<file path="src/verilog/vga_pkg.sv">
package vga_pkg;

    // screen coordinate, wide enough for both counters
    typedef logic [9:0] coord_t;

    // 4 bits each of red, green, blue
    typedef logic [11:0] rgb_t;

    // horizontal timing in pixel clocks
    localparam coord_t H_ACTIVE     = 10'd640;
    localparam coord_t H_SYNC_START = 10'd656;
    localparam coord_t H_SYNC_END   = 10'd752;
    localparam coord_t H_TOTAL      = 10'd800;

    // vertical timing in lines
    localparam coord_t V_ACTIVE     = 10'd480;
    localparam coord_t V_SYNC_START = 10'd490;
    localparam coord_t V_SYNC_END   = 10'd492;
    localparam coord_t V_TOTAL      = 10'd525;

    localparam rgb_t FG_COLOR = 12'hfc0;    // letters, warm yellow
    localparam rgb_t BG_COLOR = 12'h014;    // cover background, deep blue

endpackage
</file>
<file path="src/verilog/sprite_pkg.sv">
package sprite_pkg;

    // index into the one-bit letter sheet
    typedef logic [15:0] sheet_addr_t;

    localparam sheet_addr_t SHEET_W = 16'd240;  // pixels per sheet row

    localparam vga_pkg::coord_t TILE_W = 10'd25;
    localparam vga_pkg::coord_t TILE_H = 10'd40;

    localparam int N_TILES = 14;

    // priority order: e s c a p e2 f r o m n t h u
    // lower index wins where tiles overlap

    // top-left corner of each tile on screen
    localparam vga_pkg::coord_t TILE_PIVOT_H [N_TILES] = '{
        10'd5,   10'd30,  10'd55,  10'd80,  10'd105, 10'd130, 10'd30,
        10'd55,  10'd80,  10'd105, 10'd30,  10'd55,  10'd80,  10'd105
    };

    localparam vga_pkg::coord_t TILE_PIVOT_V [N_TILES] = '{
        10'd0,   10'd5,   10'd5,   10'd5,   10'd5,   10'd5,   10'd40,
        10'd40,  10'd40,  10'd40,  10'd80,  10'd80,  10'd80,  10'd80
    };

    // top-left corner of each letter in the sheet
    // e and e2 point at the same glyph
    localparam vga_pkg::coord_t TILE_MEM_H [N_TILES] = '{
        10'd108, 10'd8,   10'd58,  10'd8,   10'd158, 10'd108, 10'd133,
        10'd208, 10'd133, 10'd83,  10'd108, 10'd33,  10'd183, 10'd58
    };

    localparam vga_pkg::coord_t TILE_MEM_V [N_TILES] = '{
        10'd5,   10'd90,  10'd5,   10'd5,   10'd50,  10'd5,   10'd5,
        10'd50,  10'd50,  10'd50,  10'd50,  10'd90,  10'd5,   10'd135
    };

endpackage

</file>
<file path="src/verilog/pixel_bus_if.sv">
interface pixel_bus_if;

    vga_pkg::coord_t h;         // scan column
    vga_pkg::coord_t v;         // scan line
    logic            active;    // inside 640x480
    logic            hsync;     // active low
    logic            vsync;     // active low

    modport source (
        output h, v, active, hsync, vsync
    );

    modport mapper (
        input h, v, active
    );

    modport sink (
        input active, hsync, vsync
    );

endinterface

</file>
<file path="src/verilog/cover_screen.sv">
module cover_screen (
    input  logic                    clk,
    input  logic                    rst_n,
    output sprite_pkg::sheet_addr_t sprite_addr,
    output logic                    sprite_en,
    input  logic                    rom_data,
    output logic                    hsync,
    output logic                    vsync,
    output vga_pkg::rgb_t           rgb
);

    pixel_bus_if bus ();

    vga_timing u_timing (
        .clk   (clk),
        .rst_n (rst_n),
        .bus   (bus.source)
    );

    // address goes out to the sheet memory
    game_cover u_cover (
        .clk         (clk),
        .rst_n       (rst_n),
        .bus         (bus.mapper),
        .sprite_addr (sprite_addr),
        .sprite_en   (sprite_en)
    );

    // rom_data comes back one clock after sprite_addr
    pixel_out u_out (
        .clk       (clk),
        .rst_n     (rst_n),
        .bus       (bus.sink),
        .sprite_en (sprite_en),
        .rom_data  (rom_data),
        .rgb       (rgb),
        .hsync     (hsync),
        .vsync     (vsync)
    );

endmodule

</file>
<file path="src/verilog/pixel_out.sv">
module pixel_out (
    input  logic          clk,
    input  logic          rst_n,
    pixel_bus_if.sink     bus,
    input  logic          sprite_en,
    input  logic          rom_data,
    output vga_pkg::rgb_t rgb,
    output logic          hsync,
    output logic          vsync
);

    logic [2:0] act_q;
    logic [2:0] hs_q;
    logic [2:0] vs_q;
    logic       en_q;   // lines up with rom_data

    always_ff @(posedge clk or negedge rst_n) begin
        if (!rst_n) begin
            act_q <= '0;
            hs_q  <= '1;    // syncs idle high
            vs_q  <= '1;
            en_q  <= 1'b0;
        end else begin
            act_q <= {act_q[1:0], bus.active};
            hs_q  <= {hs_q[1:0], bus.hsync};
            vs_q  <= {vs_q[1:0], bus.vsync};
            en_q  <= sprite_en;
        end
    end

    // act_q[1] is the flag of the pixel whose sheet bit is on rom_data
    always_ff @(posedge clk or negedge rst_n) begin
        if (!rst_n) begin
            rgb <= '0;
        end else if (!act_q[1]) begin
            rgb <= '0;                  // blanking
        end else if (en_q && rom_data) begin
            rgb <= vga_pkg::FG_COLOR;
        end else begin
            rgb <= vga_pkg::BG_COLOR;
        end
    end

    assign hsync = hs_q[2];
    assign vsync = vs_q[2];

    // colour must stay dark outside the visible area
    a_blank_dark: assert property (
        @(posedge clk) disable iff (!rst_n)
        !act_q[2] |-> (rgb == '0)
    );

endmodule

</file>
<file path="src/verilog/game_cover.sv">
module game_cover (
    input  logic                    clk,
    input  logic                    rst_n,
    pixel_bus_if.mapper             bus,
    output sprite_pkg::sheet_addr_t sprite_addr,
    output logic                    sprite_en
);

    logic [sprite_pkg::N_TILES-1:0] hit;
    sprite_pkg::sheet_addr_t        tile_addr [sprite_pkg::N_TILES];
    logic                           any_hit;
    sprite_pkg::sheet_addr_t        win_addr;

    for (genvar i = 0; i < sprite_pkg::N_TILES; i++) begin : g_tile
        tile_window #(
            .pivot_h     (sprite_pkg::TILE_PIVOT_H[i]),
            .pivot_v     (sprite_pkg::TILE_PIVOT_V[i]),
            .mem_pivot_h (sprite_pkg::TILE_MEM_H[i]),
            .mem_pivot_v (sprite_pkg::TILE_MEM_V[i])
        ) u_tile (
            .h    (bus.h),
            .v    (bus.v),
            .hit  (hit[i]),
            .addr (tile_addr[i])
        );
    end

    // walk from the back so the lowest index is written last
    always_comb begin
        any_hit  = 1'b0;
        win_addr = '0;
        for (int i = sprite_pkg::N_TILES - 1; i >= 0; i--) begin
            if (hit[i]) begin
                any_hit  = 1'b1;
                win_addr = tile_addr[i];
            end
        end
    end

    always_ff @(posedge clk or negedge rst_n) begin
        if (!rst_n) begin
            sprite_en <= 1'b0;
        end else begin
            sprite_en <= any_hit && bus.active;
        end
    end

    always_ff @(posedge clk) begin
        sprite_addr <= win_addr;    // sheet read issued next cycle
    end

    // a letter fetch always belongs to a visible pixel
    a_en_active: assert property (
        @(posedge clk) disable iff (!rst_n)
        sprite_en |-> $past(bus.active)
    );

endmodule

</file>
<file path="src/verilog/tile_window.sv">
module tile_window #(
    parameter vga_pkg::coord_t pivot_h     = '0,
    parameter vga_pkg::coord_t pivot_v     = '0,
    parameter vga_pkg::coord_t mem_pivot_h = '0,
    parameter vga_pkg::coord_t mem_pivot_v = '0
) (
    input  vga_pkg::coord_t         h,
    input  vga_pkg::coord_t         v,
    output logic                    hit,
    output sprite_pkg::sheet_addr_t addr
);

    sprite_pkg::sheet_addr_t row;
    sprite_pkg::sheet_addr_t col;
    logic                    in_h;
    logic                    in_v;

    assign in_h = (h >= pivot_h) && (h < pivot_h + sprite_pkg::TILE_W);
    assign in_v = (v >= pivot_v) && (v < pivot_v + sprite_pkg::TILE_H);
    assign hit  = in_h && in_v;

    // shift screen position into sheet space
    // wraps outside the window, only used while hit
    assign row = sprite_pkg::sheet_addr_t'(v)
               - sprite_pkg::sheet_addr_t'(pivot_v)
               + sprite_pkg::sheet_addr_t'(mem_pivot_v);
    assign col = sprite_pkg::sheet_addr_t'(h)
               - sprite_pkg::sheet_addr_t'(pivot_h)
               + sprite_pkg::sheet_addr_t'(mem_pivot_h);

    assign addr = row * sprite_pkg::SHEET_W + col;

endmodule

</file>
<file path="src/verilog/vga_timing.sv">
module vga_timing (
    input  logic        clk,
    input  logic        rst_n,
    pixel_bus_if.source bus
);

    vga_pkg::coord_t h_cnt;
    vga_pkg::coord_t v_cnt;
    logic            line_end;
    logic            frame_end;

    assign line_end  = (h_cnt == vga_pkg::H_TOTAL - 10'd1);
    assign frame_end = (v_cnt == vga_pkg::V_TOTAL - 10'd1);

    always_ff @(posedge clk or negedge rst_n) begin
        if (!rst_n) begin
            h_cnt <= '0;
            v_cnt <= '0;
        end else if (line_end) begin
            h_cnt <= '0;
            if (frame_end) begin
                v_cnt <= '0;
            end else begin
                v_cnt <= v_cnt + 10'd1;  // next line
            end
        end else begin
            h_cnt <= h_cnt + 10'd1;
        end
    end

    assign bus.h = h_cnt;
    assign bus.v = v_cnt;

    assign bus.active = (h_cnt < vga_pkg::H_ACTIVE) && (v_cnt < vga_pkg::V_ACTIVE);

    // sync pulses sit in the blanking interval
    assign bus.hsync = !((h_cnt >= vga_pkg::H_SYNC_START) &&
                         (h_cnt <  vga_pkg::H_SYNC_END));
    assign bus.vsync = !((v_cnt >= vga_pkg::V_SYNC_START) &&
                         (v_cnt <  vga_pkg::V_SYNC_END));

    // counters never leave the frame
    a_in_frame: assert property (
        @(posedge clk) disable iff (!rst_n)
        (h_cnt < vga_pkg::H_TOTAL) && (v_cnt < vga_pkg::V_TOTAL)
    );

endmodule

</file>
<file path="config.mk">
export PLATFORM = sky130hd
export DESIGN_NAME = cover_screen
export DESIGN_NICKNAME = d
export VERILOG_FILES = /design/src/verilog/vga_pkg.sv /design/src/verilog/sprite_pkg.sv /design/src/verilog/pixel_bus_if.sv /design/src/verilog/cover_screen.sv /design/src/verilog/pixel_out.sv /design/src/verilog/game_cover.sv /design/src/verilog/tile_window.sv /design/src/verilog/vga_timing.sv
export SDC_FILE = /design/constraint.sdc
export NUM_CORES = 1
export LEC_CHECK = 0
export BUFFER_PORTS_ARGS = -buffer_cell sky130_fd_sc_hd__buf_2
export CAP_MARGIN = 15
export CORE_UTILIZATION = 66
export DETAILED_ROUTE_END_ITERATION = 8
export PLACE_DENSITY = 0.83
export RECOVER_POWER = 100
export SETUP_SLACK_MARGIN = 0.1
export SYNTH_ARGS = -nofsm -noshare
export SYNTH_HDL_FRONTEND = slang
export SYNTH_SLANG_ARGS = --single-unit
</file>
<file path="constraint.sdc">
create_clock -name clk -period 9.2 [get_ports clk]
set_input_delay 0.46 -clock clk [delete_from_list [all_inputs] [get_ports clk]]
set_output_delay 0.46 -clock clk [all_outputs]
set_load 0.005 [all_outputs]
</file>
==> out/metrics.yaml <==
clk_pin_slew_ns: 0.09
multi_input_area_mm2: 0.0203
drv_slew: 33
critPathBufInv: 4
r2r_cells: 29
grt_pass1_wl_mm: 126
powerDensity_mw_per_mm2: 19.2
n_fill_cell: 2889
avgSynthCellArea_um2: 7.87
track_usage: 0.457
finalSetupViolCount: 0
cpPeakStageDelay_ns: 0.94
final_area_mm2: 0.0240
routedWlPerCell_um: 24.4
clockBufferDepth: 2
dp_cells: 3376
drive_above_1_share: 0.0314
instances_no_fill: 3384
antennaDiodeCount: 0
htree_levels: 2
synth_xor_area_frac: 0.171
utilization: 0.694
vdd_drop_max_mv: 0.0946
max_cap_viol_count: 1
cp.depth: 29
cts_hold_buf: 0
yosys.area_share.simple: 0.142
grt_setup_unrepaired: "false"
synth_compound_area_frac: 0.204
synthFlopType: "dfrtp_1"
holdWs_ns: 0.336
dp_hpwl_mm: 69.3
p_leak_nw: 11.8
syn_inst: 2944
die_w_um: 189
worst_slew_pin_slew_ns: 2.12
via_per_inst: 6.68
cts_resized: 0
synthMuxAreaShare: 0.00524
hold_path_class: "in -> reg"
vias: 22600
min_period_ns: 8.48
final-seq-area_mm2: 0.00113
core-area_mm2: 0.0345
rows: 68
drt_iter0_markers: 2637
hold_violations: 0
drt-pass1-iter-count: 6
period_share: 0.922
synth_warnings: 0
syn_area_mm2: 0.0232
finalWirelength_mm: 82.4
required_ns: 9.39
synth_top_family_by_area: "adder cells"
first_global_vias: 22100
async_flop_share: 0.667
critPathCaptureType: "flip-flop"
tns_ns: 0
die_area_mm2: 0.0359
grt_max_degree: 33
cpMostUsedCell: "xnor2_1"
post-cts-setup-buffers: 0
ant_nets: 0
drc_errors: 0
numCtsBuffers: 5
overflow: 0
area_delta_synth_final_pct: 3.44
slowest_stage: "clkbuf_1"
placed_cell_area_mm2: 0.0238
worstSetupStartpointType: "flip-flop"
violations: "capacitance limit, slew limit"
arrival_ns: 8.68
relSlewSlack: -0.415
setup_slack_ns: 0.718
synth_fa_ha_area_frac: 0.349
ys_seq_elements: 48
cts.sinks: 48
synth_edf_count: 0
status: "complete, but fails checks"
crit_fanout: 15
nNetsFinal: 3482
initial_core_util: 0.671
cts_tree: "yes"
die_height_um: 189
worstSetupPathType: "reg -> reg"
root_buffer: "clkbuf_16"
io_pins: 34
dp_slack_ns: 1.32
synth_cell_types: 89
port_buffers: 29
clock_latency_ns: 0.32
crit_family: "adder cells"
grt_antenna_before_repair: 0
fin_skew_ns: 0.0183
synth_seq_area_share: 0.0487
gp_congestion: 1.13
power_uw: 461
fmax_mhz: 118
min_path_cells: 2
## path summary, 6_finish.rpt
| check | start | end | slack [ns] |
|---|---|---|---|
| min in group asynchronous | rst_n | u_timing.bus.h[3] | 0.75 |
| worst min register to register | u_out.hs_q[1] | u_out.hs_q[2] | 0.36 |
| max in group asynchronous | rst_n | u_timing.bus.v[7] | 7.23 |
| worst min-delay path | rom_data | u_out.rgb[4] | 0.34 |
| worst max-delay path | u_timing.bus.v[1] | u_cover.sprite_addr[15] | 0.72 |
| worst max register to register | u_timing.bus.v[1] | u_cover.sprite_addr[15] | 0.72 |
## final cells by class
class                   instances  area share
clock inverters                 2     0.00162
inverters                     378      0.0592
flip-flops and latches         48      0.0471
multi-input cells            2425       0.845
repair buffers                 70      0.0172
well taps                     455      0.0237
clock buffers                   6     0.00626
## registers in the layout, summed over array words and instances (netlist names)
register and count:
u_out.rgb 2, u_out.en_q 1, u_out.act_q 2, u_timing.bus.h 10, u_cover.sprite_en 1, u_cover.sprite_addr 16
u_out.hs_q 3, u_timing.bus.v 10, u_out.vs_q 3
## metal layers
layer,up-vias,track usage,part of all wire
met2,1457,0.701,0.42
met3,315,0.0992,0.12
met1,10700,0.589,0.39
met5,-,0,0
li1,10100,-,-
met4,0,0.275,0.069
## Yosys cell counts, drive strengths merged, types with 6 or more instances
cell type,instances,area share
buf,25,0.0061
a21boi,17,0.0055
o221ai,10,0.0038
dfstp,6,0.0068
dfxtp,16,0.014
xnor2,313,0.12
nand2,185,0.030
o31ai,19,0.0064
o21bai,28,0.0091
mux2i,11,0.0047
a211oi,31,0.010
xor2,125,0.047
or3,18,0.0049
nor2,170,0.028
a21o,80,0.026
a21oi,197,0.043
fa,160,0.14
and2,26,0.0070
nor3,56,0.012
o22ai,8,0.0022
or4,9,0.0029
a31o,9,0.0034
nand4,10,0.0027
o41ai,10,0.0038
nor2b,38,0.010
nand3,62,0.013
a31oi,35,0.0094
nor4,14,0.0038
inv,376,0.061
dfrtp,26,0.028
and3,28,0.0076
clkbuf,71,0.011
a221oi,20,0.0076
o211ai,26,0.0084
nand2b,36,0.0097
a311oi,8,0.0030
ha,391,0.21
or2,10,0.0027
o21a,17,0.0055
o21ai,157,0.034
## logic make-up after synthesis
kind of cell    after synthesis
compound gates              731
simple gates                684
fa+ha+maj                   551
buf+inv                     474
xor+xnor                    443
flops                        48
mux                          12
other cells                   1
## cells in the final DEF (no fill, tap or decap), drive strengths merged, types with 27 or more instances in the layout
| master | count |
|---|---|
| nor2b | 38 |
| a31oi | 35 |
| clkbuf | 27 |
| inv | 377 |
| xnor2 | 313 |
| o21ai | 157 |
| nor2 | 170 |
| nand3 | 62 |
| nand2b | 36 |
| nand2 | 185 |
| o21bai | 28 |
| a21o | 80 |
| a21oi | 197 |
| nor3 | 56 |
| buf | 49 |
| ha | 391 |
| xor2 | 125 |
| fa | 160 |
| and3 | 28 |
| a211oi | 31 |
## worst register-to-register path, delay by kind of cell (launching register included)
family,cells,cell delay (ns)
xor+xnor,9,1.41
compound gates,9,2.11
simple gates,2,0.26
buf+inv,4,1.63
fa+ha+maj,5,2.25
flops,1,0.72
## report_power, final
part | total [mW] | switching, mW | internal, mW
logic | 0.00401 | 0.00378 | 0.000217
registers | 0.210 | 0 | 0.210
clock network | 0.248 | 0.101 | 0.146
(Power assumes the default switching activity.)
